==> src/common/wb_soc_pkg.sv <==
package wb_soc_pkg;

   // ************************************************************
   // bus widths
   // ************************************************************

   typedef logic [31:0] addr_t;   // byte address
   typedef logic [31:0] data_t;
   typedef logic [3:0]  sel_t;    // one bit per byte lane
   typedef logic [7:0]  char_t;

   // ************************************************************
   // wishbone classic link, one struct per direction
   // ************************************************************

   typedef struct packed {
      addr_t adr;
      data_t dat;
      sel_t  sel;
      logic  we;
      logic  cyc;
      logic  stb;
   } wb_m2s_t;

   typedef struct packed {
      data_t dat;
      logic  ack;
   } wb_s2m_t;

   typedef enum logic [1:0] {
      ARB_IDLE = 2'd0,
      ARB_IBUS = 2'd1,
      ARB_DBUS = 2'd2
   } arb_state_e;

   // slave select on adr[31:28]
   localparam logic [3:0] MAP_RAM   = 4'h8;
   localparam logic [3:0] MAP_SIM   = 4'h9;
   localparam logic [3:0] MAP_TIMER = 4'hA;

   // register offsets on adr[3:2]
   localparam logic [1:0] SIM_PRINT    = 2'd0;
   localparam logic [1:0] SIM_HALT     = 2'd1;
   localparam logic [1:0] TMR_MTIME    = 2'd0;
   localparam logic [1:0] TMR_MTIMECMP = 2'd1;

endpackage
==> src/design/sim_ctrl.sv <==
`timescale 1ns/1ps

module sim_ctrl import wb_soc_pkg::*; (
   input  logic    i_wb_clk,
   input  logic    i_arst_n,
   input  wb_m2s_t i_bus,
   output wb_s2m_t o_bus,
   output char_t   o_print_char,
   output logic    o_print_valid,
   output logic    o_halt
);

   logic       access;
   logic       ack;
   logic [1:0] offset;
   data_t      rdat;
   char_t      print_char;
   logic       print_valid;
   logic       halt;

   assign access = i_bus.cyc & i_bus.stb & !ack;
   assign offset = i_bus.adr[3:2];

   // ************************************************************
   // control state
   // ************************************************************

   always_ff @(posedge i_wb_clk or negedge i_arst_n) begin
      if (!i_arst_n) begin
         ack         <= 1'b0;
         print_valid <= 1'b0;
         halt        <= 1'b0;
      end else begin
         ack         <= access;
         print_valid <= access & i_bus.we & (offset == SIM_PRINT);   // rises with ack
         if (access && i_bus.we && offset == SIM_HALT) begin
            halt <= 1'b1;   // only reset clears it
         end
      end
   end

   always_ff @(posedge i_wb_clk) begin
      if (access) begin
         if (i_bus.we && offset == SIM_PRINT) begin
            print_char <= i_bus.dat[7:0];
         end
         rdat <= (offset == SIM_HALT) ? {31'd0, halt} : '0;
      end
   end

   assign o_bus.dat     = rdat;
   assign o_bus.ack     = ack;
   assign o_print_char  = print_char;
   assign o_print_valid = print_valid;
   assign o_halt        = halt;

endmodule

==> config.mk <==
export PLATFORM = sky130hd
export DESIGN_NAME = sim_ctrl
export DESIGN_NICKNAME = d
export VERILOG_FILES = /design/src/common/wb_soc_pkg.sv /design/src/design/sim_ctrl.sv
export SDC_FILE = /design/constraint.sdc
export NUM_CORES = 1
export LEC_CHECK = 0
export BUFFER_PORTS_ARGS = -buffer_cell sky130_fd_sc_hd__buf_2
export CAP_MARGIN = 0
export CORE_MARGIN = 3
export CORE_UTILIZATION = 28
export DETAILED_ROUTE_END_ITERATION = 6
export PLACE_DENSITY = 0.85
export REMOVE_ABC_BUFFERS = 1
export SETUP_SLACK_MARGIN = 0.15
export SYNTH_ARGS = -nofsm -noshare
export SYNTH_HDL_FRONTEND = slang
export SYNTH_SLANG_ARGS = --single-unit
==> constraint.sdc <==
create_clock -name i_wb_clk -period 2.6 [get_ports i_wb_clk]
set_clock_uncertainty 0.15 [all_clocks]
set_input_delay 0.26 -clock i_wb_clk [delete_from_list [all_inputs] [get_ports i_wb_clk]]
set_output_delay 0.26 -clock i_wb_clk [all_outputs]
set_load 0.02 [all_outputs]
# Word level (Yosys, flattened, before mapping)
# Cells that the tools add are included.
[op_classes] n_mul=0 order_cmp=0 addsub=0 div_mod_pow=0 n_mux=0 bitwise_logic=4 reduce_logical=6 shift=0 n_eq_ne=1
[op_table] cell="$and A1 B1 Y1" n=4
[op_table] cell="$logic_and A1 B1 Y1" n=3
[op_table] cell="$eq A2 B1 Y1 const B" n=1
[op_table] cell="$logic_not A2 Y1" n=1
[op_table] cell="$reduce_and A2 Y1" n=1
[op_table] cell="$logic_not A1 Y1" n=1
[totals] mem_bits_rw=0 output_inout_bits=43 reg_bits=43 latch_bits=0 romBits=0 n_memories=0

# Longest topological paths before layout
[logic_depth] depth_word=4 ltp_mapped=2

# Worst setup path after synthesis
# OpenSTA, ideal clock, no wires.
[synth_timing] kind="flip-flop to flip-flop" startpoint="register ack" endpoint="register print_char[0] (netlist: o_print_char[0]) (enable)" setup_slack_ns=0.915 arrival_time_ns=1.152 stages_incl_launch_ff=3 path_cell_list="dfrtp_1 -> nand4b_4 -> nor3_1"
[synth_between] elab_chain_len=3
[synth_lines] element="from (decl)" line="sim_ctrl.sv:14" text="logic ack;"
[synth_lines] element="from (signal assigned)" line="sim_ctrl.sv:34" text="ack <= access;"
[synth_lines] element="$logic_not A1 Y1" line="sim_ctrl.sv:21" text="assign access = i_bus.cyc & i_bus.stb & !ack;"
[synth_lines] element="$and A1 B1 Y1" line="sim_ctrl.sv:21"
[synth_lines] element="$reduce_and A2 Y1 (no source line)"
[synth_lines] element="to (signal assigned)" line="sim_ctrl.sv:45" text="print_char <= i_bus.dat[7:0];"
[synth_lines] element="to (decl)" line="sim_ctrl.sv:17" text="char_t print_char;"
# Every way passes these cells.
# A chain may end at the register's enable or synchronous reset.

# Worst setup path in the final report
[layout_timing] startpoint="register ack" endpoint="register print_char[3] (netlist: o_print_char[3]) (enable)"
# The elaborated chain is that of the path after synthesis.

==> flow_summary.yaml <==
floorplan:
  io_pins: 116
  die_h_um: 54.2
  core-area_mm2: 0.00208
  start_util_pct: 31.2
  dieArea_mm2: 0.00293
  rows: 16
  die_w_um: 54.2
flow_run:
  cap_viol_max_count: 0
worst_setup_path:
  max_stage_delay_ns: 0.40
  cp_max_fo: 8
  worst_setup_path_start_kind: "flip-flop"
  timing.rr.end: "o_print_char[3]"
  endpoint_kind: "flip-flop"
  crit_start: "ack"
  worst_ep_required_time_ns: 2.43
  crit_chain: "nand4b_4 -> nor3_1 -> buf_4"
  r2r_cells: 3
  worstPathArrival_ns: 1.20
  cp_slowest_cell: "dfrtp_1"
  worstReg2RegStart: "ack"
  ff2ff_setup_slack_ns: 1.23
  timing_worst_setup_path_type: "flip-flop to flip-flop"
finish:
  areaGrowthSynthToFinish_pct: 13.9
  final_nets: 159
  multiInputGateArea_um2: 173
  fin_util_pct: 35.5
  layout.cells.non_filler: 112
  regArea_um2: 345
  diodes: 0
  fillers: 222
  drive_gt1_share_pct: 36.5
synth:
  synth-seq-area-share_pct: 53.2
  async_flop_share_pct: 25.0
  synth_ff_type: "edfxtp_1"
  synth_common_cells: "32 x buf_4, 9 x edfxtp_1, 3 x dfrtp_1, 2 x nor2_1, 2 x nor3_1"
  yosysMostFrequentCell: "buf_4"
  postSynthAreaPerCell_um2: 12.0
  synthTopCellsByArea: "edfxtp_1 42%, buf_4 37%, dfrtp_1 12%"
  netlist.area_leader.share_pct: 41.6
  synth_area_leader_cell: "edfxtp_1"
  syn_inst: 54
  synthDistinctLibCells: 11
  syn_area_um2: 649
  synth-edff-count: 9
  yosysWarningCount: 0
  ys_ff_latch: 12
min_path:
  min_from: "i_bus[8]"
  hold_class: "input pin to flip-flop"
  min_delay_worst_endpoint: "o_print_char[1]"
  min_path_cells: 1
sta:
  rsz0062_at_grt: "false"
  final_max_slew_viol_count: 0
  layout_min_cycle_time_ns: 1.37
  setup_viol: 0
  fmax_ghz: 0.731
  fin_crit_sh_pct: 52.6
  hold_violations: 0
  setup_tns_ns: 0
clocking:
  post_cts_resized: 0
  clock_sinks: 12
  clk_latency_ns: 0.27
  htreeDepth: 1
  root_buffer: "clkbuf_4"
  numCtsBuffers: 3
  cts_buffer_depth: 2
  tritoncts: "built"
  post_cts_buffers: 0
  clkSlewWorstSetupHoldPaths_ns: 0.07
drt:
  vias: 383
  drtPass1Iterations: 3
  ant_nets: 0
  drt_iter0_drc: 2
  remaining_drc_errors: 0
  routedWlPerCell_um: 9.75
  vias_per_cell: 3.42
  drt-total-wl_um: 1090
global_route:
  grt_max_degree: 9
  grt_usage_pct: 7.65
  grt_overflow_total: 0
  grt_pass1_wl_um: 1520
  first_global_vias: 379
  antenna_found_initial: 0
pwr:
  ir_worst_vdd_v: 0.000276
  p_leak_nw: 0.388
  powerDensity_mw_per_mm2: 534
placed_design:
  gp_congestion: 0.806
  dp_cells: 106
  hpwlAfterDp_um: 963
  numPortBuffers: 26
outcome:
  outcome: "finished, final reports clean"
routing by layer:
layer  routed length (um)  track usage, %  vias up
met5                    0               0        -
met4                    0            1.24        0
met3                  224            4.99        0
met2                  477            12.9       49
met1                  391            8.02      161
li1                     -               -      173
metrics by stage:
stage,hold slack (ns),setup slack (ns),total power [mW],cell area (um2)
after detailed placement,-0.0875,1.24,0.280,693
after CTS,0.00464,1.21,0.399,729
after global placement,-0.0957,1.27,0.278,693
after floorplan,-0.186,0.808,0.262,522
after global routing,0.00157,1.17,0.413,739
final,0.0155,1.23,0.395,739
cells by family after synthesis:
family,count (synthesis),synth area share (%)
buffers and inverters,33,37.6
DFF,12,53.2
and+or+nand+nor,7,7.90
AOI/OAI and AO/OA,1,0.770
other,1,0.577
how the worst max path moves through the flow:
stage / to / slack [ns] / cells past startpoint
after global routing: o_print_char[0] / 1.17 / 3
after CTS: o_print_char[3] / 1.21 / 3
after global placement: o_print_char[7] / 1.27 / 3
after floorplan: o_print_char[0] / 0.81 / 2
final: o_print_char[3] / 1.23 / 3
after detailed placement: o_print_char[1] / 1.24 / 3
flip-flops by register name, indices dropped and copies added (netlist names):
| signal | count |
|---|---|
| o_halt | 1 |
| o_print_valid | 1 |
| o_print_char | 8 |
| ack | 1 |
| rdat | 1 |
cell type report:
cell class,count,share of cell area [%]
inverters,1,0.508
flip-flops and latches,12,46.7
well taps,27,4.57
multi-input cells,39,23.4
clock buffers,4,3.55
repair buffers,29,21.3
repair_timing:
action / in CTS / in global routing
setup endpoints to repair: 0 / 0
hold buffers: 1 / 1
endpoints found under the hold margin: 3 / 1
placed cells by master, fill, tap and decap left out:
master and instances:
buf_2 26, dfrtp_1 3, inv_1 1, nor3_1 2
nor2_1 2, clkbuf_4 3, nand2_1 1, nand4b_4 1
o21ai_1 1, clkbuf_1 1, nand2b_1 1, conb_1 31
edfxtp_1 9, dlygate4sd3_1 2, buf_4 1
power by group:
part,internal [mW],switching (mW)
Combinational,0.0140,0.0539
Sequential,0.209,0.00108
Clock,0.0594,0.0572
worst max-delay path, delay by kind of cell (launching register included):
kind,cells,cell delay (ns)
AND/OR/NAND/NOR,2,0.33
flip-flops,1,0.40
buffers and inverters,1,0.20
(Power assumes the default switching activity.)
