$ cat config.mk
export PLATFORM = sky130hd
export DESIGN_NAME = bus_arbiter
export DESIGN_NICKNAME = d
export VERILOG_FILES = /design/src/common/wb_soc_pkg.sv /design/src/design/bus_arbiter.sv
export SDC_FILE = /design/constraint.sdc
export NUM_CORES = 1
export LEC_CHECK = 0
export BUFFER_PORTS_ARGS = -buffer_cell sky130_fd_sc_hd__buf_2
export CORE_AREA = 2 2 121 123
export CTS_CLUSTER_SIZE = 40
export DETAILED_ROUTE_END_ITERATION = 8
export DIE_AREA = 0 0 123 125
export SLEW_MARGIN = 20
export SYNTH_ARGS = -nofsm -noshare
export SYNTH_HDL_FRONTEND = slang
export SYNTH_SLANG_ARGS = --single-unit
$ cat constraint.sdc
create_clock -name i_wb_clk -period 2.1 [get_ports i_wb_clk]
set_input_delay 0.105 -clock i_wb_clk [delete_from_list [all_inputs] [get_ports i_wb_clk]]
set_output_delay 0.105 -clock i_wb_clk [all_outputs]
set_load 0.02 [all_outputs]
$ cat src/common/wb_soc_pkg.sv
package wb_soc_pkg;

   // ************************************************************
   // bus widths
   // ************************************************************

   typedef logic [31:0] addr_t;   // byte address
   typedef logic [31:0] data_t;
   typedef logic [3:0]  sel_t;    // one bit per byte lane
   typedef logic [7:0]  char_t;

   // ************************************************************
   // wishbone classic link, one struct per direction
   // ************************************************************

   typedef struct packed {
      addr_t adr;
      data_t dat;
      sel_t  sel;
      logic  we;
      logic  cyc;
      logic  stb;
   } wb_m2s_t;

   typedef struct packed {
      data_t dat;
      logic  ack;
   } wb_s2m_t;

   typedef enum logic [1:0] {
      ARB_IDLE = 2'd0,
      ARB_IBUS = 2'd1,
      ARB_DBUS = 2'd2
   } arb_state_e;

   // slave select on adr[31:28]
   localparam logic [3:0] MAP_RAM   = 4'h8;
   localparam logic [3:0] MAP_SIM   = 4'h9;
   localparam logic [3:0] MAP_TIMER = 4'hA;

   // register offsets on adr[3:2]
   localparam logic [1:0] SIM_PRINT    = 2'd0;
   localparam logic [1:0] SIM_HALT     = 2'd1;
   localparam logic [1:0] TMR_MTIME    = 2'd0;
   localparam logic [1:0] TMR_MTIMECMP = 2'd1;

endpackage
$ cat src/design/bus_arbiter.sv
`timescale 1ns/1ps

module bus_arbiter import wb_soc_pkg::*; (
   input  logic    i_wb_clk,
   input  logic    i_arst_n,
   input  wb_m2s_t i_ibus,
   output wb_s2m_t o_ibus,
   input  wb_m2s_t i_dbus,
   output wb_s2m_t o_dbus,
   output wb_m2s_t o_bus,
   input  wb_s2m_t i_bus
);

   arb_state_e state;
   logic       last_dbus;   // set when dbus got the most recent grant
   logic       ibus_req;
   logic       dbus_req;

   assign ibus_req = i_ibus.cyc & i_ibus.stb;
   assign dbus_req = i_dbus.cyc & i_dbus.stb;

   always_ff @(posedge i_wb_clk or negedge i_arst_n) begin
      if (!i_arst_n) begin
         state     <= ARB_IDLE;
         last_dbus <= 1'b0;   // so dbus wins the first tie
      end else begin
         case (state)
            ARB_IDLE: begin
               if (dbus_req && (!ibus_req || !last_dbus)) begin
                  state     <= ARB_DBUS;
                  last_dbus <= 1'b1;
               end else if (ibus_req) begin
                  state     <= ARB_IBUS;
                  last_dbus <= 1'b0;
               end
            end
            // the owner keeps the bus until it drops cyc
            ARB_IBUS: if (!i_ibus.cyc) state <= ARB_IDLE;
            ARB_DBUS: if (!i_dbus.cyc) state <= ARB_IDLE;
            default:  state <= ARB_IDLE;
         endcase
      end
   end

   // shared request, cyc and stb only come through for the owner
   always_comb begin
      o_bus = '0;
      case (state)
         ARB_IBUS: o_bus = i_ibus;
         ARB_DBUS: o_bus = i_dbus;
         default:  o_bus = '0;
      endcase
   end

   always_comb begin
      o_ibus.dat = i_bus.dat;
      o_ibus.ack = i_bus.ack & (state == ARB_IBUS);
      o_dbus.dat = i_bus.dat;
      o_dbus.ack = i_bus.ack & (state == ARB_DBUS);
   end

endmodule

* Yosys cells after proc, flatten, opt, wreduce, memory -nomap -nowiden
Cells that the tools add are included.
Cells by class: add/sub/neg operators 0, multipliers 0, div/mod/pow operators 0, magnitude comparators 0, eq/ne operators 5, shift operators 0, muxes and demuxes 8, bitwise logic cells 4, reductions and logical operators 8
Operators with widths (count):
- one-hot mux 71 bit (2 select lines) | 1
- two-way mux 2 bit | 4
- one-hot mux 2 bit (3 select lines) | 1
- bitwise AND 1 bit | 4
- != test 2 bit, second input constant | 2
- != test 3 bit, second input constant | 1
- AND reduction 3 bit | 1
- equality test 2 x 1 -> 1 bit, second input constant | 1
- equality test 2 bit, second input constant | 1
- logical NOT 1 bit | 2
- logical NOT 2 bit | 1
- two-way mux 1 bit | 2
- AND reduction 2 bit | 1
- nonzero test 2 bit | 1
- logical AND 1 bit | 1
- logical OR 1 bit | 1
Word-level totals: flip-flop bits (word level) 3, bits in latches 0, memory bits (writable) 0, bits in read-only memories 0, bits of input ports 177, output and inout bits 137, word-level logic and storage cells 27, memories 0

* Logic depth before layout (Yosys ltp)
depth in word-level cells 6, depth in mapped cells 6, mapped depth without buffers 5

* Least setup slack after synthesis
OpenSTA, ideal clock, no wires.
path kind flip-flop to output port, start register state[0], end output port o_bus[61] (netlist bit), arrival time 1.353 ns, setup slack 0.642 ns, cell stages (with the launch flop) 7, path through dfrtp_1 inv_1 ha_1 buf_2 buf_2 a22oi_1 nor2b_1
RTL lines:
- start, declared | RTL line bus_arbiter.sv:14 | arb_state_e state;
- start signal, assigned | RTL line bus_arbiter.sv:24 | state <= ARB_IDLE;
- start signal, assigned | RTL line bus_arbiter.sv:30 | state <= ARB_DBUS;
- start signal, assigned | RTL line bus_arbiter.sv:33 | state <= ARB_IBUS;
- end, declared | RTL line bus_arbiter.sv:10 | output wb_m2s_t o_bus,

==> impl_metrics.py <==
metrics = {
    "floorplan": {
        "core_area_um2": 14200,
        "die_x_um": 123,
        "io_pins": 314,
        "die_h_um": 125,
        "start_util": 0.126,
        "die_area_um2": 15400,
        "rows": 44,
    },
    "worst_setup_path": {
        "path_max_fanout": 44,
        "cpPeakStageDelay_ns": 0.37,
        "path_class": "register to primary output",
        "critPathLaunchType": "register",
        "cp.arrival_ns": 1.77,
        "path_cells": "inv_1 -> ha_2 -> buf_6 -> a22oi_1 -> nor2b_1 -> buf_2",
        "crit_required_ns": 2.00,
        "critPathSlowestCell": "dfrtp_1",
        "endpoint_kind": "primary output",
    },
    "clock_network": {
        "clk_path_buf_depth": 2,
        "clkTransAtPathRegs_ns": 0.03,
        "root_buffer": "clkbuf_16",
        "htreeDepth": 1,
        "tritoncts": "built",
        "post-cts-setup-buffers": 0,
        "cts_buffers": 3,
        "cts_sinks": 3,
        "clock_latency_ns": 0.22,
    },
    "timing": {
        "rsz0062_at_grt": "false",
        "clock-skew-final_ns": 0.00169,
        "period_minus_slack_ns": 1.87,
        "finalHoldViolCount": 0,
        "setup-tns-final_ns": 0,
        "fmax_mhz": 535,
        "finalSetupViolCount": 0,
        "drv_slew": 0,
        "fin_crit_sh": 0.891,
        "max_slew_margin": 0.781,
        "worstMarginPinSlew_ns": 0.329,
    },
    "drt": {
        "wl_um": 6930,
        "vias": 2291,
        "drc_errors": 0,
        "vias_per_cell": 3.98,
        "detail-route-antenna-nets": 0,
        "drt_iter0_drc": 51,
        "first_pass_iters": 4,
        "wl_per_cell_um": 12.1,
    },
    "job": {
        "maxCapViolCount": 0,
    },
    "cells_and_area": {
        "drive_above_1_share": 0.593,
        "areaGrowthSynthToFinish_pct": 48.6,
        "final_cell_mix": "buf_2 (217), nor2b_1 (71), a22oi_1 (70)",
        "final_common_cell": "buf_2",
        "n_antenna_cell": 0,
        "final_cells": 575,
        "fin_nets": 572,
        "fillCellCount": 1639,
        "final_util": 0.188,
    },
    "global_routing": {
        "grt.overflow.total": 0,
        "grt_max_degree": 45,
        "grt_pass1_wl_um": 10100,
        "grt_antenna_before_repair": 0,
        "grtUsageTotal": 0.0803,
        "grt_pass1_vias": 2163,
    },
    "power": {
        "p_leak_nw": 1.35,
        "power.density_nw_per_um2": 968,
        "vdd_drop_max_mv": 0.644,
    },
    "logic_synthesis": {
        "synth_seq_cells": 3,
        "syn-cell-area_um2": 1800,
        "ys_types": 19,
        "netlist_instances": 250,
        "yosysWarnings": 0,
        "ys_seq_area_frac": 0.0418,
        "synth.net_count": 430,
        "avgSynthCellArea_um2": 7.18,
    },
    "placement": {
        "dp_hpwl_um": 5800,
        "place.gp.congestion": 0.767,
        "io_buffers": 217,
        "placed_cells": 570,
    },
    "run_status": {
        "status": "finished clean",
    },
    "min_path": {
        "hp-class": "primary input to asynchronous set/reset pin",
    },
}
[report_power, final]
group | switching (mW) | internal, mW | leakage [nW]
Combinational | 1.26 | 0.926 | 1.27
Sequential | 0.0116 | 0.0805 | 0.0386
Clock | 0.0543 | 0.251 | 0.0382
[synthesized netlist by cell type, drive strengths merged]
cell / n / area share
and3: 1 / 0.0035
a22oi: 71 / 0.30
ha: 3 / 0.021
and2: 2 / 0.0070
o32ai: 1 / 0.0091
nand2: 2 / 0.0042
nor2: 1 / 0.0021
nor2b: 71 / 0.25
dfrtp: 3 / 0.042
buf: 80 / 0.32
nand3: 1 / 0.0056
o21a: 1 / 0.0042
clkbuf: 7 / 0.015
a22o: 2 / 0.0098
o22ai: 1 / 0.0035
inv: 3 / 0.0063
[through the flow]
| stage | hold slack (ns) | setup slack [ns] | total power [mW] | area (um^2) |
|---|---|---|---|---|
| after floorplan | -0.191 | 0.642 | 1.86 | 1800 |
| after global placement | -0.0950 | 0.367 | 2.27 | 2570 |
| after detailed placement | -0.0968 | 0.345 | 2.28 | 2570 |
| after CTS | 0.205 | 0.0960 | 2.59 | 2660 |
| after global routing | 0.210 | 0.0943 | 2.83 | 2670 |
| final | 0.207 | 0.230 | 2.58 | 2670 |
[routing by layer]
layer	up-vias	GRT usage	part of all wire
li1	1097	-	-
met1	1004	0.0734	0.33
met2	166	0.160	0.51
met3	24	0.0260	0.13
met4	0	0.0294	0.022
met5	-	0	0
[critical path, delay by kind of cell, from the launching register on]
kind,cells,cell delay [ns]
flip-flops,1,0.37
buffers and inverters,3,0.57
AND/OR/NAND/NOR,1,0.15
AO/OA/AOI/OAI,1,0.21
adder cells (fa/ha/maj),1,0.20
[area by class of cell]
cell class                      instances  area (um^2)  area share
Clock buffer                            4         78.8      0.0295
Inverter                                3         11.3     0.00422
Multi-Input combinational cell        157         1120       0.421
Sequential cell                         3         75.1      0.0281
Tap cell                              184          230      0.0863
Timing Repair Buffer                  224         1150       0.431
[worst paths after layout]
check                          start  slack, ns          to  cells after the start
max                         state[1]       0.23   o_bus[50]                      6
min                         i_arst_n       0.21   last_dbus                      2
max reg2reg                 state[1]       0.58    state[1]                      6
min reg2reg                last_dbus       0.50   last_dbus                      1
max in group asynchronous   i_arst_n       1.78    state[1]                      2
min in group i_wb_clk      i_bus[28]       0.21  o_dbus[28]                      0
[flip-flops by register name, summed over array words and instances, names as in the netlist]
name and flops:
state 2, last_dbus 1
[cell families after synthesis]
family,share of synthesized area
buffers and inverters,0.337
adders and majority gates,0.0209
and+or+nand+nor,0.270
DFF,0.0418
AOI/OAI and AO/OA,0.331
[timing repair]
action	in CTS	in global routing
hold buffers	1	0
hold endpoints to repair	3	0
endpoints found under the setup margin	0	2
resized for setup	0	2
No activity file was read; power rests on OpenSTA's default activity.
