**src/common/wb_soc_pkg.sv**
```systemverilog
package wb_soc_pkg;

   // ************************************************************
   // bus widths
   // ************************************************************

   typedef logic [31:0] addr_t;   // byte address
   typedef logic [31:0] data_t;
   typedef logic [3:0]  sel_t;    // one bit per byte lane
   typedef logic [7:0]  char_t;

   // ************************************************************
   // wishbone classic link, one struct per direction
   // ************************************************************

   typedef struct packed {
      addr_t adr;
      data_t dat;
      sel_t  sel;
      logic  we;
      logic  cyc;
      logic  stb;
   } wb_m2s_t;

   typedef struct packed {
      data_t dat;
      logic  ack;
   } wb_s2m_t;

   typedef enum logic [1:0] {
      ARB_IDLE = 2'd0,
      ARB_IBUS = 2'd1,
      ARB_DBUS = 2'd2
   } arb_state_e;

   // slave select on adr[31:28]
   localparam logic [3:0] MAP_RAM   = 4'h8;
   localparam logic [3:0] MAP_SIM   = 4'h9;
   localparam logic [3:0] MAP_TIMER = 4'hA;

   // register offsets on adr[3:2]
   localparam logic [1:0] SIM_PRINT    = 2'd0;
   localparam logic [1:0] SIM_HALT     = 2'd1;
   localparam logic [1:0] TMR_MTIME    = 2'd0;
   localparam logic [1:0] TMR_MTIMECMP = 2'd1;

endpackage
```
**src/timer/riscv_timer.sv**
```systemverilog
`timescale 1ns/1ps

module riscv_timer import wb_soc_pkg::*; (
   input  logic    i_wb_clk,
   input  logic    i_arst_n,
   input  wb_m2s_t i_bus,
   output wb_s2m_t o_bus,
   output logic    o_irq
);

   data_t      mtime;
   data_t      mtimecmp;
   data_t      rdat;
   logic       ack;
   logic       irq;
   logic       access;
   logic       wr;
   logic [1:0] offset;

   assign access = i_bus.cyc & i_bus.stb & !ack;
   assign wr     = access & i_bus.we;   // full word writes, sel is not looked at
   assign offset = i_bus.adr[3:2];

   // ************************************************************
   // counter and compare registers
   // ************************************************************

   always_ff @(posedge i_wb_clk or negedge i_arst_n) begin
      if (!i_arst_n) begin
         mtime <= '0;
      end else if (wr && offset == TMR_MTIME) begin
         mtime <= i_bus.dat;
      end else begin
         mtime <= mtime + 32'd1;
      end
   end

   always_ff @(posedge i_wb_clk or negedge i_arst_n) begin
      if (!i_arst_n) begin
         mtimecmp <= '1;   // keeps the interrupt quiet out of reset
      end else if (wr && offset == TMR_MTIMECMP) begin
         mtimecmp <= i_bus.dat;
      end
   end

   // level interrupt, one cycle behind the registers it compares
   always_ff @(posedge i_wb_clk or negedge i_arst_n) begin
      if (!i_arst_n) begin
         irq <= 1'b0;
      end else begin
         irq <= (mtime >= mtimecmp);
      end
   end

   // ************************************************************
   // bus response
   // ************************************************************

   always_ff @(posedge i_wb_clk or negedge i_arst_n) begin
      if (!i_arst_n) begin
         ack <= 1'b0;
      end else begin
         ack <= access;
      end
   end

   always_ff @(posedge i_wb_clk) begin
      if (access) begin
         case (offset)
            TMR_MTIME:    rdat <= mtime;
            TMR_MTIMECMP: rdat <= mtimecmp;
            default:      rdat <= '0;
         endcase
      end
   end

   assign o_bus.dat = rdat;
   assign o_bus.ack = ack;
   assign o_irq     = irq;

endmodule

```
**config.mk**
```make
export PLATFORM = sky130hd
export DESIGN_NAME = riscv_timer
export DESIGN_NICKNAME = d
export VERILOG_FILES = /design/src/common/wb_soc_pkg.sv /design/src/timer/riscv_timer.sv
export SDC_FILE = /design/constraint.sdc
export NUM_CORES = 1
export LEC_CHECK = 0
export ABC_CLOCK_PERIOD_IN_PS = 3200
export BUFFER_PORTS_ARGS = -buffer_cell sky130_fd_sc_hd__buf_2
export CAP_MARGIN = 5
export CORE_MARGIN = 8
export CORE_UTILIZATION = 50
export DETAILED_ROUTE_END_ITERATION = 7
export HOLD_SLACK_MARGIN = 0.06
export PLACE_DENSITY = 0.74
export SLEW_MARGIN = 20
export SYNTH_ARGS = -nofsm -noshare
export SYNTH_HDL_FRONTEND = slang
export SYNTH_SLANG_ARGS = --single-unit
```
**constraint.sdc**
```tcl
create_clock -name i_wb_clk -period 3.2 [get_ports i_wb_clk]
set_clock_uncertainty 0.1 [all_clocks]
set_input_delay 0.32 -clock i_wb_clk [delete_from_list [all_inputs] [get_ports i_wb_clk]]
set_output_delay 0.32 -clock i_wb_clk [all_outputs]
set_load 0.02 [all_outputs]
```
Word level (Yosys, flattened, before mapping). Index checks and enable logic that the tools add are counted.

Register bits: 98. Input port bits: 73. Output and inout bits: 34. Word-level logic and storage cells: 17.

$add $sub $neg: 1. Order comparisons: 1. Eq/ne operators: 1. Muxes and demuxes: 2. Bitwise logic cells: 3. Reduce and logical (&&, ||, !) cells: 4.

Operator list (count): $pmux 32 s2 (1); $add 32x1->32 const B (1); $ge 32x32->1 (1); $mux 32 (1); $and 1x1->1 (3); $eq 2x1->1 const B (1); $logic_and 1x1->1 (2); $logic_not 2->1 (1); $logic_not 1->1 (1).

Logic depth before layout (Yosys ltp).
Word-level depth: 5. Depth in mapped cells: 7. Depth with buffers taken out: 7.

Least setup slack after synthesis. No wires, ideal clock.

Kind: reg2reg. From: register ack. To: register rdat[0] (enable). Arrival time: 1.788 ns. Setup slack: 0.890 ns. Stages on the path, launching flop included: 2. Path through: dfrtp_1 -> nor2_1.

Word-level cells in the longest chain between the ends: 2.

Ends and longest elaborated chain: from (decl) (line riscv_timer.sv:14) `logic ack;`; from (signal assigned) (line riscv_timer.sv:63) `ack <= access;`; $logic_not 1->1 (line riscv_timer.sv:20) `assign access = i_bus.cyc & i_bus.stb & !ack;`; $and 1x1->1 (line riscv_timer.sv:20); via access (line riscv_timer.sv:16) `logic access;`; to (signal assigned) (line riscv_timer.sv:70) `TMR_MTIME: rdat <= mtime;`; to (signal assigned) (line riscv_timer.sv:71) `TMR_MTIMECMP: rdat <= mtimecmp;`; to (decl) (line riscv_timer.sv:13) `data_t rdat;`.

The timed path passes the listed nets, and every way through them passes these cells. A chain may end at the register's enable or synchronous reset.

Final worst setup path.
From: register mtimecmp[0]. To: register irq, in the netlist o_irq.

Word-level cells in the longest chain between the ends: 1.

Ends and longest elaborated chain: from (decl) (line riscv_timer.sv:12) `data_t mtimecmp;`; from (signal assigned) (line riscv_timer.sv:42) `mtimecmp <= i_bus.dat;`; $ge 32x32->1 (line riscv_timer.sv:51) `irq <= (mtime >= mtimecmp);`; to (signal assigned) (line riscv_timer.sv:51); to (decl) (line riscv_timer.sv:15) `logic irq;`.

No other way between the ends.

==> flow_metrics.py <==
metrics = {
    "placed_design": {
        "io_buffer_count": 72,
        "post_dp_cell_area_um2": 5830,
        "gp_congestion": 0.839,
        "dpl_worst_slack_ps": 804,
        "place.detailed.hpwl_mm": 7.99,
    },
    "floorplanning": {
        "die_w_um": 119,
        "coreArea_um2": 10400,
        "io_pins": 107,
        "dieArea_um2": 14300,
        "die_h_um": 119,
        "rows": 37,
        "initial_core_util_pct": 51.6,
    },
    "cts": {
        "clk_pin_slew_ps": 90,
        "cts_resized": 0,
        "clk_path_buf_depth": 2,
        "cts-buffers-inserted": 9,
        "cts_tree": "yes",
        "clk_latency_ps": 370,
        "cts_root_buffer": "clkbuf_8",
        "cts_sinks": 98,
        "htree_num_levels": 3,
        "postCtsSetupBuffers": 0,
    },
    "critical_path": {
        "r2r_slack_ps": 770,
        "endpoint_kind": "flip-flop",
        "r2r_cells": 6,
        "r2r_end": "o_irq",
        "worstPathMaxFanout": 3,
        "arrival_ps": 2550,
        "worstSetupStartpointType": "flip-flop",
        "cp.required_ps": 3320,
        "critPathKind": "reg2reg",
        "worstReg2RegStart": "mtimecmp[0]",
    },
    "synth": {
        "synth_top_area_share_pct": 18.0,
        "yosysSeqAreaShare_pct": 49.6,
        "synth.most_common_cell": "nand2_1",
        "yosys_warnings": 0,
        "yosysTopAreaCell": "edfxtp_1",
        "syn_avg_cell_area_um2": 11.1,
        "synthDistinctLibCells": 40,
        "synth_enable_flop_cells": 32,
        "synth_commonest_cells": "nand2_1, inv_1, nor2_1",
        "synth-async-reset-ratio_pct": 67.3,
        "synth_nets": 589,
        "synthTopCellsByArea": "edfxtp_1, dfrtp_1, dfstp_2, ha_1, mux2_2",
        "syn_area_um2": 5350,
        "ys_ff_latch": 98,
        "synthCells": 483,
        "synthFlopType": "dfrtp_1",
    },
    "timing": {
        "setup_viol": 0,
        "hold_slack_ps": 72.5,
        "worst_pin_slew_ps": 959,
        "post-route-min-period_ps": 2430,
        "setup_ws_ps": 768,
        "slew_violations": 0,
        "hold_viol": 0,
        "min_period_over_period_pct": 76.0,
        "max_freq_mhz": 411,
        "setup-tns-final_ps": 0,
        "grt_setup_unrepaired": "false",
        "slew_headroom_pct": 35.9,
    },
    "global_route": {
        "overflow": 0,
        "grt_usage_pct": 16.5,
        "grt_first_pass_wirelength_mm": 19.1,
        "grt_max_degree": 39,
        "grt_pass1_vias": 3867,
        "antenna_found_initial": 0,
    },
    "power": {
        "vdd_ir_drop_max_mv": 0.241,
        "p_seq_share_pct": 49.4,
        "clockPowerShare_pct": 21.8,
        "internal_power_mw": 2.68,
        "p_per_area_nw_per_um2": 658,
        "swShare_pct": 33.3,
        "p_sw_mw": 1.34,
        "comb_power_share_pct": 28.8,
        "leakage_nw": 2.60,
    },
    "detailed_routing": {
        "totalWireLength_mm": 11.4,
        "first_iter_violations": 162,
        "ant_nets": 0,
        "wl_per_cell_um": 16.4,
        "remaining_drc_errors": 0,
        "vias": 3668,
        "via_per_inst": 5.28,
        "dr.pass1.iters": 5,
    },
    "worst_hold_path": {
        "min_to": "mtime[20]",
        "min_path_type": "in2reg",
        "min_path_cells": 3,
        "min_from": "i_bus[27]",
    },
    "cells_and_area": {
        "design_area_um2": 6100,
        "nets": 660,
        "num_antenna_cells": 0,
        "area_delta_synth_final_pct": 14.1,
        "drive_gt1_share_pct": 31.3,
    },
    "job": {
        "drv_cap": 0,
    },
    "outcome": {
        "status": "finished, final reports clean",
    },
}
[cell families (layout without fill, tap and decap cells)]
family	Yosys count	after routing	synth area share, %
adder cells (fa/ha/maj)	33	33	7.72
XOR/XNOR	30	30	4.91
AND/OR/NAND/NOR	142	142	14.1
flip-flops	98	98	49.6
AO/OA/AOI/OAI	52	52	5.43
buffers and inverters	61	137	4.89
multiplexers	67	67	13.4
[repair_timing]
action / 4_1_cts / 5_1_grt
hold endpoints to repair: 18 / 0
hold buffers: 5 / 0
setup endpoints to repair: 0 / 0
[through the flow]
stage | util [%] | cells | total power [mW]
after floorplan | - | 483 | 2.79
after CTS | 58.8 | 695 | 4.04
after detailed placement | 56.2 | 674 | 3.15
after global routing | 58.8 | 695 | 4.28
final | 58.8 | 695 | 4.01
after global placement | 56.2 | 674 | 3.08
[worst max path at each step]
stage                   end    startpoint  cells after the start
global placement      o_irq   mtimecmp[0]                      6
CTS                   o_irq   mtimecmp[0]                      6
floorplan           rdat[0]           ack                      1
global route          o_irq  mtimecmp[14]                      7
detailed placement    o_irq   mtimecmp[0]                      6
finish                o_irq   mtimecmp[0]                      6
[registers in the layout, summed over array words and instances, names as in the netlist]
register,flops
ack,1
rdat,32
mtime,32
mtimecmp,32
o_irq,1
[power groups by stage]
stage	clock (mW)	combinational [mW]	sequential [mW]
after floorplan	0	0.837	1.96
after global placement	0	1.10	1.98
after detailed placement	0	1.15	2.00
after CTS	0.896	1.17	1.98
after global routing	0.930	1.32	2.03
final	0.874	1.16	1.98
[final cells by class]
| cell class | count | area, µm² |
|---|---|---|
| Clock buffer | 12 | 178 |
| Inverter | 39 | 146 |
| Sequential cell | 98 | 2650 |
| Multi-Input combinational cell | 324 | 2450 |
| Tap cell | 136 | 170 |
| Clock inverter | 4 | 45.0 |
| Timing Repair Buffer | 82 | 460 |
| Fill cell | 863 | 4270 |
[worst max-delay path, cell delays in order (launching register included)]
cell and delay, ps:
dfstp_2 550, ha_1 220, nand2b_1 140, a2111oi_0 440
a2111oi_0 140, nor4b_1 490, o21ai_0 210
[metal layers]
metal | global-route usage (%) | part of all wire, % | vias to the layer above
met2 | 27.4 | 49 | 76
met3 | 2.98 | 4.2 | 13
met1 | 21.0 | 45 | 1767
met4 | 6.71 | 1.6 | 0
met5 | 0 | 0 | -
li1 | - | - | 1812
[layout by cell type, fill, tap and decap left out, types with 2 or more instances in the layout]
cell	synthesis	layout
a21o_1	4	4
clkbuf_8	0	9
buf_2	12	72
a2111oi_0	3	3
clkbuf_16	0	2
edfxtp_1	32	32
xnor2_1	25	25
clkinv_2	0	3
dfrtp_1	34	34
mux2_2	35	35
nor2_1	39	38
o21ai_0	24	24
dlygate4sd3_1	0	5
ha_1	33	33
inv_1	39	39
and3_1	4	4
nand2_1	43	43
nand3_4	2	2
buf_4	2	4
nor3_1	11	11
and4_1	5	5
nand3_1	16	16
nand4_1	7	7
a21oi_1	12	12
o21ai_1	7	7
xor2_1	5	5
dfstp_2	32	32
mux2i_1	32	32
nor4_2	4	4
No activity file was read; power rests on OpenSTA's default activity.
