--- src/common/wb_soc_pkg.sv ---
package wb_soc_pkg;

   // ************************************************************
   // bus widths
   // ************************************************************

   typedef logic [31:0] addr_t;   // byte address
   typedef logic [31:0] data_t;
   typedef logic [3:0]  sel_t;    // one bit per byte lane
   typedef logic [7:0]  char_t;

   // ************************************************************
   // wishbone classic link, one struct per direction
   // ************************************************************

   typedef struct packed {
      addr_t adr;
      data_t dat;
      sel_t  sel;
      logic  we;
      logic  cyc;
      logic  stb;
   } wb_m2s_t;

   typedef struct packed {
      data_t dat;
      logic  ack;
   } wb_s2m_t;

   typedef enum logic [1:0] {
      ARB_IDLE = 2'd0,
      ARB_IBUS = 2'd1,
      ARB_DBUS = 2'd2
   } arb_state_e;

   // slave select on adr[31:28]
   localparam logic [3:0] MAP_RAM   = 4'h8;
   localparam logic [3:0] MAP_SIM   = 4'h9;
   localparam logic [3:0] MAP_TIMER = 4'hA;

   // register offsets on adr[3:2]
   localparam logic [1:0] SIM_PRINT    = 2'd0;
   localparam logic [1:0] SIM_HALT     = 2'd1;
   localparam logic [1:0] TMR_MTIME    = 2'd0;
   localparam logic [1:0] TMR_MTIMECMP = 2'd1;

endpackage
--- src/design/addr_decoder.sv ---
`timescale 1ns/1ps

module addr_decoder import wb_soc_pkg::*; (
   input  logic    i_wb_clk,
   input  logic    i_arst_n,
   input  wb_m2s_t i_bus,
   output wb_s2m_t o_bus,
   output wb_m2s_t o_ram,
   output wb_m2s_t o_sim,
   output wb_m2s_t o_tmr,
   input  wb_s2m_t i_ram,
   input  wb_s2m_t i_sim,
   input  wb_s2m_t i_tmr
);

   logic [3:0] region;
   logic       hit_ram;
   logic       hit_sim;
   logic       hit_tmr;
   logic       hit_none;
   logic       none_ack;   // our own answer for holes in the map

   assign region   = i_bus.adr[31:28];
   assign hit_ram  = (region == MAP_RAM);
   assign hit_sim  = (region == MAP_SIM);
   assign hit_tmr  = (region == MAP_TIMER);
   assign hit_none = !(hit_ram || hit_sim || hit_tmr);

   always_comb begin
      o_ram     = i_bus;
      o_sim     = i_bus;
      o_tmr     = i_bus;
      o_ram.stb = i_bus.stb & hit_ram;
      o_sim.stb = i_bus.stb & hit_sim;
      o_tmr.stb = i_bus.stb & hit_tmr;
   end

   always_ff @(posedge i_wb_clk or negedge i_arst_n) begin
      if (!i_arst_n) begin
         none_ack <= 1'b0;
      end else begin
         none_ack <= i_bus.cyc & i_bus.stb & hit_none & !none_ack;
      end
   end

   // adr is held for the whole cycle, so the response mux can follow it
   always_comb begin
      if (hit_ram) begin
         o_bus = i_ram;
      end else if (hit_sim) begin
         o_bus = i_sim;
      end else if (hit_tmr) begin
         o_bus = i_tmr;
      end else begin
         o_bus.dat = '0;
         o_bus.ack = none_ack;
      end
   end

endmodule

--- config.mk ---
export PLATFORM = sky130hd
export DESIGN_NAME = addr_decoder
export DESIGN_NICKNAME = d
export VERILOG_FILES = /design/src/common/wb_soc_pkg.sv /design/src/design/addr_decoder.sv
export SDC_FILE = /design/constraint.sdc
export NUM_CORES = 1
export LEC_CHECK = 0
export ABC_AREA = 1
export BUFFER_PORTS_ARGS = -buffer_cell sky130_fd_sc_hd__buf_2
export CORE_AREA = 5 5 159 161
export CTS_CLUSTER_SIZE = 30
export DETAILED_ROUTE_END_ITERATION = 8
export DIE_AREA = 0 0 164 166
export GPL_ROUTABILITY_DRIVEN = 0
export GPL_TIMING_DRIVEN = 0
export PLACE_DENSITY = 0.38
export SYNTH_ARGS = -nofsm -noshare
export SYNTH_HDL_FRONTEND = slang
export SYNTH_SLANG_ARGS = --single-unit
--- constraint.sdc ---
create_clock -name i_wb_clk -period 1.8 [get_ports i_wb_clk]
set_clock_uncertainty 0.05 [all_clocks]
set_input_delay 0.36 -clock i_wb_clk [delete_from_list [all_inputs] [get_ports i_wb_clk]]
set_output_delay 0.36 -clock i_wb_clk [all_outputs]
set_load 0.1 [all_outputs]
# Word level (Yosys, flattened, before mapping)
# Cells that the tools add are included.
[classes]
eq_ne = 3
muxes = 3
bitwise = 6
reduce_logical = 4
[op_table]
columns = ["op", "n"]
rows = [
  ["33-bit 2-to-1 mux", 3],
  ["4-bit equality test, second input constant", 3],
  ["1-bit bitwise AND", 6],
  ["1-bit zero test", 2],
  ["1-bit logical OR", 2],
]
[word_totals]
register_bits = 1
input_bits = 172
output_inout_bits = 246
elab_cells = 17

# Longest topological paths before layout
# Gate-level depths: netlist of the first run.
[logic_depth]
depth_word = 6
mapped_depth = 7
ltp_nobuf = 6

# Least setup slack after synthesis of the first run
# OpenSTA, ideal clock, no wires.
[synth_path]
path_type = "input to output"
startpoint = "input port i_bus[70] in the netlist's numbering"
endpoint = "output port o_ram[0] in the netlist's numbering"
t_arrival_ns = 2.836
t_required_ns = 1.390
slack_ns = -1.446
stages = 5
n_path_buf = 1
cell_sequence = "inv_1 -> nor2_2 -> buf_4 -> nand2_1 -> nor3_1"
[synth_rtl]
columns = ["item", "line_no", "rtl"]
rows = [
  ["from (decl)", "addr_decoder.sv:6", "input wb_m2s_t i_bus,"],
  ["to (decl)", "addr_decoder.sv:8", "output wb_m2s_t o_ram,"],
]

==> results.cfg, run 1 <==
[global_routing]
grt_overflow = 0
grt_start_max_net_pins = 11
antenna_found_initial = 3
grt_pass1_wl_mm = 21.64
grtUsageTotal_pct = 10.11
first_global_vias = 3602

[floorplanning]
core_um2 = 23820
die_w_um = 164
num_rows = 57
die_h_um = 166
dieArea_um2 = 27220
start_util_pct = 10.05
ioPinCount = 418

[logic_synthesis]
synth_fa_ha_area_share_pct = 0
syn_avg_cell_area_um2 = 6.286
yosysTopAreaCellShare_pct = 66.46
synth_cell_types = 11
synth-xor-area-share_pct = 0
synth_largest_area_cell = buf_4
ys_seq_area_share_pct = 1.045
ys_top_cells_by_area = buf_4, nand3_1, nand2_1, buf_2, inv_1
synthSimpleGateAreaFrac_pct = 28.47
netlist_area_um2 = 2395
ys_seq_elements = 1
synth_nets = 553
synthCells = 381
synth_top_family_by_area = buffers and inverters
synth_mux_area_share_pct = 0
synth_compound_area_share_pct = 0
yosysWarnings = 0

[critical_path]
worst-setup-path-type = input pin to output pin
crit_slowest_cell = buf_12
start_kind = input pin
crit_required_ns = 1.39
slowest_delay_ns = 0.17
endpoint_kind = output pin
arrival_ns = 1.46
crit_chain = buf_8 -> nor2_4 -> buf_12 -> buf_12 -> buf_8 -> buf_8 -> nand3_2 -> nand3_2 -> buf_12
cp_max_fo = 6

[drt]
avgViaCountPerCell = 3.297
routed_wl_mm = 15.56
drcViolationCount = 0
firstDrtPassIters = 4
ant_nets = 0
wl_per_cell_um = 14.40
vias = 3561
drtIter0Drc = 53

[placement]
dp_cells = 1057
port_buffers = 352
dp.final_hpwl_mm = 13.01

[power]
p_switching_mw = 2.523
clkPwrFrac_pct = 0
p_leak_nw = 3.559
pwr-share-seq_pct = 0.7
p_int_mw = 0.8532
switching_share_pct = 74.73
ir_drop_uv = 249.1
power_density_nw_per_um2 = 529.1
comb_power_share_pct = 99.3

[sta]
fmax_ghz = 0.5351
fin_ws_ns = -0.06867
post-route-min-period_ns = 1.869
tns_ns = -0.7033
setup_viol = 27
fin_crit_sh_pct = 103.8
relSlewSlack_pct = 66.42
tightest_slew_ns = 0.5071
drv_slew = 0
hold_viol = 0
rsz0062_at_grt = true

[finish]
nets = 930
layout.cells.non_filler = 1080
largest_register_ff_count = 1
regArea_um2 = 25.02
regMostFlops = none_ack
syn2layout_area_growth_pct = 166.4
multi_input_area_um2 = 1416
reg_top3 = none_ack (1)
final.fill_count = 2673
drive_above_1_share_pct = 92.86
diodes = 0

[run]
drv_cap = 0

[run_status]
violations = negative setup slack
outcome = finished with violations

[hold_path]
min_path_type = input pin to async pin

[clock_network]
clk_pin_slew_ns = 0
insertion_delay_ns = 0
postCtsHoldBufs = 0
## power by group through the flow
stage | registers, mW | clock network, mW | logic, mW
floorplan | 0.0244 | 0 | 2.59
global placement | 0.0245 | 0 | 3.02
detailed placement | 0.0245 | 0 | 3.02
CTS | 0.0245 | 0 | 3.31
global route | 0.0247 | 0 | 3.45
finish | 0.0245 | 0 | 3.35
## synthesized netlist by cell type
library cell	count
inv_2	1
buf_4	212
dfrtp_1	1
buf_2	11
nor2_1	4
nor2_2	2
nor3_1	2
nand2_1	37
inv_1	7
nand3_1	101
clkbuf_1	3
## cell usage in the layout (no fill, tap or decap)
| cell type | synthesis | layout |
|---|---|---|
| buf_12 | 0 | 45 |
| buf_16 | 0 | 2 |
| buf_2 | 11 | 312 |
| buf_4 | 212 | 223 |
| buf_6 | 0 | 7 |
| buf_8 | 0 | 7 |
| clkbuf_16 | 0 | 4 |
| clkbuf_4 | 0 | 1 |
| dfrtp_1 | 1 | 1 |
| inv_1 | 7 | 4 |
| inv_12 | 0 | 1 |
| inv_2 | 1 | 2 |
| inv_8 | 0 | 1 |
| nand2_1 | 37 | 11 |
| nand2_2 | 0 | 9 |
| nand2_4 | 0 | 14 |
| nand2_8 | 0 | 3 |
| nand3_1 | 101 | 37 |
| nand3_2 | 0 | 39 |
| nand3_4 | 0 | 25 |
| nor2_1 | 4 | 1 |
| nor2_2 | 2 | 1 |
| nor2_4 | 0 | 4 |
| nor3_4 | 0 | 2 |
## cells by family (layout without fill, tap and decap cells)
logic type             after synthesis  in the layout
buffers and inverters              234            609
AND/OR/NAND/NOR                    146            146
flip-flops                           1              1
## worst paths after layout
kind,startpoint,to,slack [ns],cells after the start
max,i_bus[69],o_bus[16],-0.07,9
min,i_arst_n,none_ack$_DFF_PN0_,0.1,1
max reg2reg,none_ack$_DFF_PN0_,none_ack$_DFF_PN0_,1.13,3
min reg2reg,none_ack$_DFF_PN0_,none_ack$_DFF_PN0_,0.45,3
max in group asynchronous,i_arst_n,none_ack$_DFF_PN0_,1.51,1
min in group i_wb_clk,none_ack$_DFF_PN0_,none_ack$_DFF_PN0_,0.45,3
## metrics by stage
step | util (%) | worst slack (ns) | hold slack, ns | instance area (um^2) | total power, mW
after floorplan | - | -0.1392 | 0.01441 | 2606 | 2.612
after global placement | 20.04 | -0.8673 | 0.1062 | 4773 | 3.049
after detailed placement | 20.04 | -0.8713 | 0.1048 | 4773 | 3.049
after CTS | 25.07 | -0.1053 | 0.1048 | 5971 | 3.335
after global routing | 26.78 | -0.1399 | 0.1086 | 6380 | 3.472
final | 26.78 | -0.06867 | 0.09693 | 6380 | 3.376
## final cells by class
type                            count  area share, %
Timing Repair Buffer              375          41.48
Tap cell                          324          6.354
Buffer                            226          28.79
Multi-Input combinational cell    146          22.20
Inverter                            8         0.7845
Sequential cell                     1         0.3922
## repair_timing
action / in CTS / in global routing
resized for setup: 245 / 72
pin swaps: 28 / 17
buffers inserted: 16 / 2
cloned: 4 / 1
endpoints found under the setup margin: 36 / 34
## per-layer routing
layer  part of all wire [%]  vias to the layer above  track usage, %  routed length [um]
met2                     55                      204           20.49                8632
met5                   0.22                        -               0                  34
met1                     34                     1568           10.79                5236
li1                       -                     1773               -                   -
met3                    9.9                       12           2.507                1536
met4                   0.76                        4          0.5835                 118
## worst max-delay path, delay by kind of cell
| family | cells | cell delay [ns] |
|---|---|---|
| buffers and inverters | 6 | 0.77 |
| and+or+nand+nor | 3 | 0.31 |
Power figures use the tool's default switching activity.
==> run 2, diff against run 1 <==
Settings changed: CORE_AREA 5 5 159 161 to 2 2 160 162, DIE_AREA 0 0 164 166 to 0 0 162 164, PLACE_DENSITY 0.38 to 0.36, SKIP_CTS_REPAIR_TIMING set to 1.
==> run 2 against run 1 <==
The run still ends with negative setup slack left; via count is 1.4% lower; combinational power is 2% lower; hold slack worse by 0.0075 ns; first-iteration DRC count is 120% higher; setup slack better by 0.039 ns; routed wire length is 9.1% lower; power is 2.4% lower; core utilization is 2.8 points lower; critical path depth is 1 lower; largest cell class unchanged; global-route usage is 1.3 points lower; final cell count hardly changed; register-to-register slack hardly changed.
==> results.cfg, run 2 (synthesized netlist as in run 1, its figures left out) <==
[critical_path]
cp_common_cell = buf_12
arrival_ns = 1.42
cp_max_fo = 7
crit_required_ns = 1.39
crit_chain = buf_8 -> nor2_4 -> buf_6 -> buf_12 -> clkbuf_16 -> nand3_2 -> nand3_4 -> buf_12
crit_slowest_cell = buf_12
endpoint_kind = output pin
slowest_delay_ns = 0.17
worst-setup-path-type = input pin to output pin
reg2reg_setup_slack_ns = 1.13
start_kind = input pin
path_buf_inv = 5
cpLargestDelayFamily = buffers and inverters

[hold_path]
min_path_type = input pin to async pin

[sta]
hold_viol = 0
drv_slew = 0
fin_crit_sh_pct = 101.7
fmax_ghz = 0.5465
rsz0062_at_grt = true
post-route-min-period_ns = 1.830
setup_viol = 12
tightest_slew_ns = 0.4995
relSlewSlack_pct = 66.93
fin_ws_ns = -0.02974

[power]
p_int_mw = 0.8209
pwr-share-seq_pct = 0.7
ir_drop_uv = 232.5
clkPwrFrac_pct = 0
p_leak_nw = 3.374
comb_power_share_pct = 99.3
p_switching_mw = 2.474
switching_share_pct = 75.08
power_density_nw_per_um2 = 553.1

[floorplanning]
dieArea_um2 = 26570
start_util_pct = 9.649
core_um2 = 24820
die_w_um = 162
ioPinCount = 418
die_h_um = 164
num_rows = 58

[drt]
top_layer = met3
ant_nets = 0
wl_met3_mm = 1.028
met2_length_mm = 7.945
wl_per_cell_um = 13.10
routed_wl_mm = 14.13
drtIter0Drc = 114
wl_met1_mm = 5.160
vias = 3512
avgViaCountPerCell = 3.255
drcViolationCount = 0
firstDrtPassIters = 4

[placement]
port_buffers = 352
dp_cells = 1063
dp.final_hpwl_mm = 11.93

[clock_network]
insertion_delay_ns = 0
clk_pin_slew_ns = 0

[finish]
layout.cells.non_filler = 1079
mostFrequentLayoutCells = buf_2, buf_4, nand3_1, buf_12, nand3_2
syn2layout_area_growth_pct = 148.7
reg_top3 = none_ack (1)
largest_register_ff_count = 1
regMostFlops = none_ack
drive_above_1_share_pct = 88.37
final_common_cell = buf_2
final_core_util_pct = 24.00
nets = 922

[global_routing]
first_global_vias = 3216
grtUsageTotal_pct = 8.788
grt_start_max_net_pins = 11
grt_pass1_wl_mm = 18.28
antenna_found_initial = 1
grt_overflow = 0

[run_status]
violations = negative setup slack
outcome = finished with violations

[run]
drv_cap = 0
==> run 2: cell count changes in the layout (fill, tap and decap cells not counted), sizes merged <==
cell and change:
clkinv +1, diode +1, inv -1, buf -9
clkbuf +1
==> run 2: path summary, 6_finish.rpt <==
check | startpoint | end | cells past startpoint
max reg2reg | none_ack$_DFF_PN0_ | none_ack$_DFF_PN0_ | 3
max in group asynchronous | i_arst_n | none_ack$_DFF_PN0_ | 1
min reg2reg | none_ack$_DFF_PN0_ | none_ack$_DFF_PN0_ | 3
max | i_bus[69] | o_bus[18] | 8
min | i_arst_n | none_ack$_DFF_PN0_ | 1
min in group i_wb_clk | none_ack$_DFF_PN0_ | none_ack$_DFF_PN0_ | 3
==> run 2: final cells by class <==
cell class | count | area (um^2)
tap | 330 | 412.9
inverter | 8 | 52.55
sequential | 1 | 25.02
fill | 2830 | 18860
multi-input combinational | 146 | 1084
timing repair buffer | 367 | 2582
buffer | 226 | 1798
antenna | 1 | 2.502
==> run 2: metal layers <==
layer / GRT usage [%] / vias up
li1: - / 1760
met1: 9.597 / 1544
met2: 18.67 / 208
met3: 1.187 / 0
met4: 0.08045 / 0
met5: 0 / -
==> run 2: stage by stage <==
| stage | TNS [ns] | cell area, um^2 | setup WS, ns | power, mW | hold WS [ns] |
|---|---|---|---|---|---|
| final | -0.1387 | 5957 | -0.02974 | 3.295 | 0.08942 |
| after global routing | -1.985 | 5954 | -0.09022 | 3.386 | 0.09452 |
| after CTS | -27.84 | 4781 | -0.8804 | 3.046 | 0.09392 |
| after detailed placement | -27.60 | 4781 | -0.8732 | 3.043 | 0.09392 |
| after global placement | -27.24 | 4781 | -0.8835 | 3.046 | 0.09406 |
| after floorplan | -0.2571 | 2606 | -0.1392 | 2.612 | 0.01441 |
==> run 2: power groups by stage <==
stage                     logic (mW)  registers [mW]  clock network, mW
after floorplan                 2.59          0.0244                  0
final                           3.27          0.0245       0.0000000749
after global placement          3.02          0.0245                  0
after detailed placement        3.02          0.0244                  0
after CTS                       3.02          0.0244                  0
after global routing            3.36          0.0245                  0
==> run 3, diff against run 2 <==
Settings changed: SETUP_SLACK_MARGIN set to 0.5.
==> run 3 against run 2 <==
The flow still finishes with violations (negative setup slack); global-route usage grew 0.21 points; sequential share of layout area barely moved; critical path depth rose by 1; combinational power is essentially flat; flip-flop and latch count is the same; die area did not move; first-iteration DRC count shrank 39%; setup slack lost 0.069 ns; hold slack improved by 0.0017 ns; routed wire length down 0.54%; maximum frequency is 3.6% lower; power grew 0.87%; critical path type unchanged.
==> results.cfg, run 3 (synthesized netlist as in run 1, its figures left out) <==
[global_routing]
first_global_vias = 3252
grt_overflow = 0
grtUsageTotal_pct = 8.996
antenna_found_initial = 0
grt_start_max_net_pins = 11
grt_pass1_wl_mm = 18.64

[sta]
fin_crit_sh_pct = 105.5
tightest_slew_ns = 0.5110
fmax_ghz = 0.5268
fin_ws_ns = -0.09825
hold_viol = 0
relSlewSlack_pct = 66.17
rsz0062_at_grt = true
setup_viol = 34
tns_ns = -1.980
post-route-min-period_ns = 1.898
drv_slew = 0

[clock_network]
insertion_delay_ns = 0
clk_pin_slew_ns = 0

[placement]
dp.final_hpwl_mm = 12.17
post-place-ws_ns = -1.015
placedInstanceArea_um2 = 5031
dp_cells = 1063
port_buffers = 352

[critical_path]
crit_chain = buf_8 -> nor2_4 -> buf_12 -> buf_8 -> buf_12 -> clkbuf_16 -> nand3_2 -> nand3_4 -> buf_12
worst-setup-path-type = input pin to output pin
crit_slowest_cell = buf_12
crit_required_ns = 1.39
path_buf_inv = 6
cpLargestDelayFamily = buffers and inverters
start_kind = input pin
cp_max_fo = 7
cp_common_cell = buf_12
timing.rr.start = none_ack$_DFF_PN0_
slowest_delay_ns = 0.17
arrival_ns = 1.49
ff2ff_path_depth = 3
endpoint_kind = output pin
reg2reg_setup_slack_ns = 1.00
r2r-end = none_ack$_DFF_PN0_

[run_status]
outcome = finished with violations
violations = negative setup slack

[finish]
reg_top3 = none_ack (1)
regMostFlops = none_ack
largest_register_ff_count = 1
layout.cells.non_filler = 1073
mostFrequentLayoutCells = buf_2, buf_4, nand3_1, nand3_4, buf_12
syn2layout_area_growth_pct = 157.7
stdcell_area_um2 = 6171
drive_above_1_share_pct = 88.69
nets = 917
diodes = 0
final_common_cell = buf_2

[drt]
ant_nets = 0
vias = 3474
drtIter0Drc = 69
routed_wl_mm = 14.06
top_layer = met4
firstDrtPassIters = 3
wl_per_cell_um = 13.10
met2_length_mm = 7.811
wl_met1_mm = 5.109
avgViaCountPerCell = 3.238
drcViolationCount = 0
wl_met3_mm = 1.065

[floorplanning]
start_util_pct = 9.649
ioPinCount = 418
die_w_um = 162
die_h_um = 164
num_rows = 58
dieArea_um2 = 26570
core_um2 = 24820

[power]
power_density_nw_per_um2 = 538.5
p_leak_nw = 3.389
ir_drop_uv = 222.2
p_total_mw = 3.323

[hold_path]
min_path_type = input pin to async pin

[run]
drv_cap = 0
## run 3: cell count changes in the layout (fill, tap and decap cells not counted), moves of 4 or more
cell	previous run	this run
buf_12	44	38
buf_6	5	13
nand3_4	8	42
buf_8	5	10
nand3_2	44	11
buf_4	220	216
buf_2	313	299
clkbuf_4	0	8
## run 3: through the flow
step	utilization, %	hold WS (ns)
floorplan	-	0.01441
global placement	20.27	0.08821
detailed placement	20.27	0.09338
CTS	20.27	0.09338
global route	24.86	0.09500
finish	24.86	0.09116
## run 3: power by group
| group | switching (mW) | internal (mW) | leakage (nW) |
|---|---|---|---|
| registers | 0.000294 | 0.0242 | 0.0133 |
| logic | 2.49 | 0.807 | 3.38 |
| clock network | 0 | 0 | 0 |
| total | 2.49 | 0.832 | 3.39 |
## run 3: cell type report
type	count	area [um^2]
repair buffers	362	2556
fillers	2747	18650
plain buffers	226	1779
inverters	8	50.05
well taps	330	412.9
flip-flops and latches	1	25.02
multi-input cells	146	1348
## run 3: metal layers
| layer | global-route usage, % | up-vias |
|---|---|---|
| met2 | 18.41 | 218 |
| met4 | 0 | 0 |
| met5 | 0 | - |
| met1 | 10.36 | 1505 |
| met3 | 1.288 | 4 |
| li1 | - | 1747 |
## run 3: worst max-delay path by stage
stage                     startpoint   endpoint  slack, ns  cells past startpoint
after floorplan            i_bus[70]   o_ram[0]      -0.14                      5
after global placement     i_bus[67]  o_bus[11]      -0.95                      6
after detailed placement   i_bus[67]  o_bus[11]      -1.02                      6
after CTS                  i_bus[67]  o_bus[11]      -1.02                      6
after global routing       i_bus[69]  o_bus[16]      -0.17                      9
final                      i_bus[69]  o_bus[16]       -0.1                      9
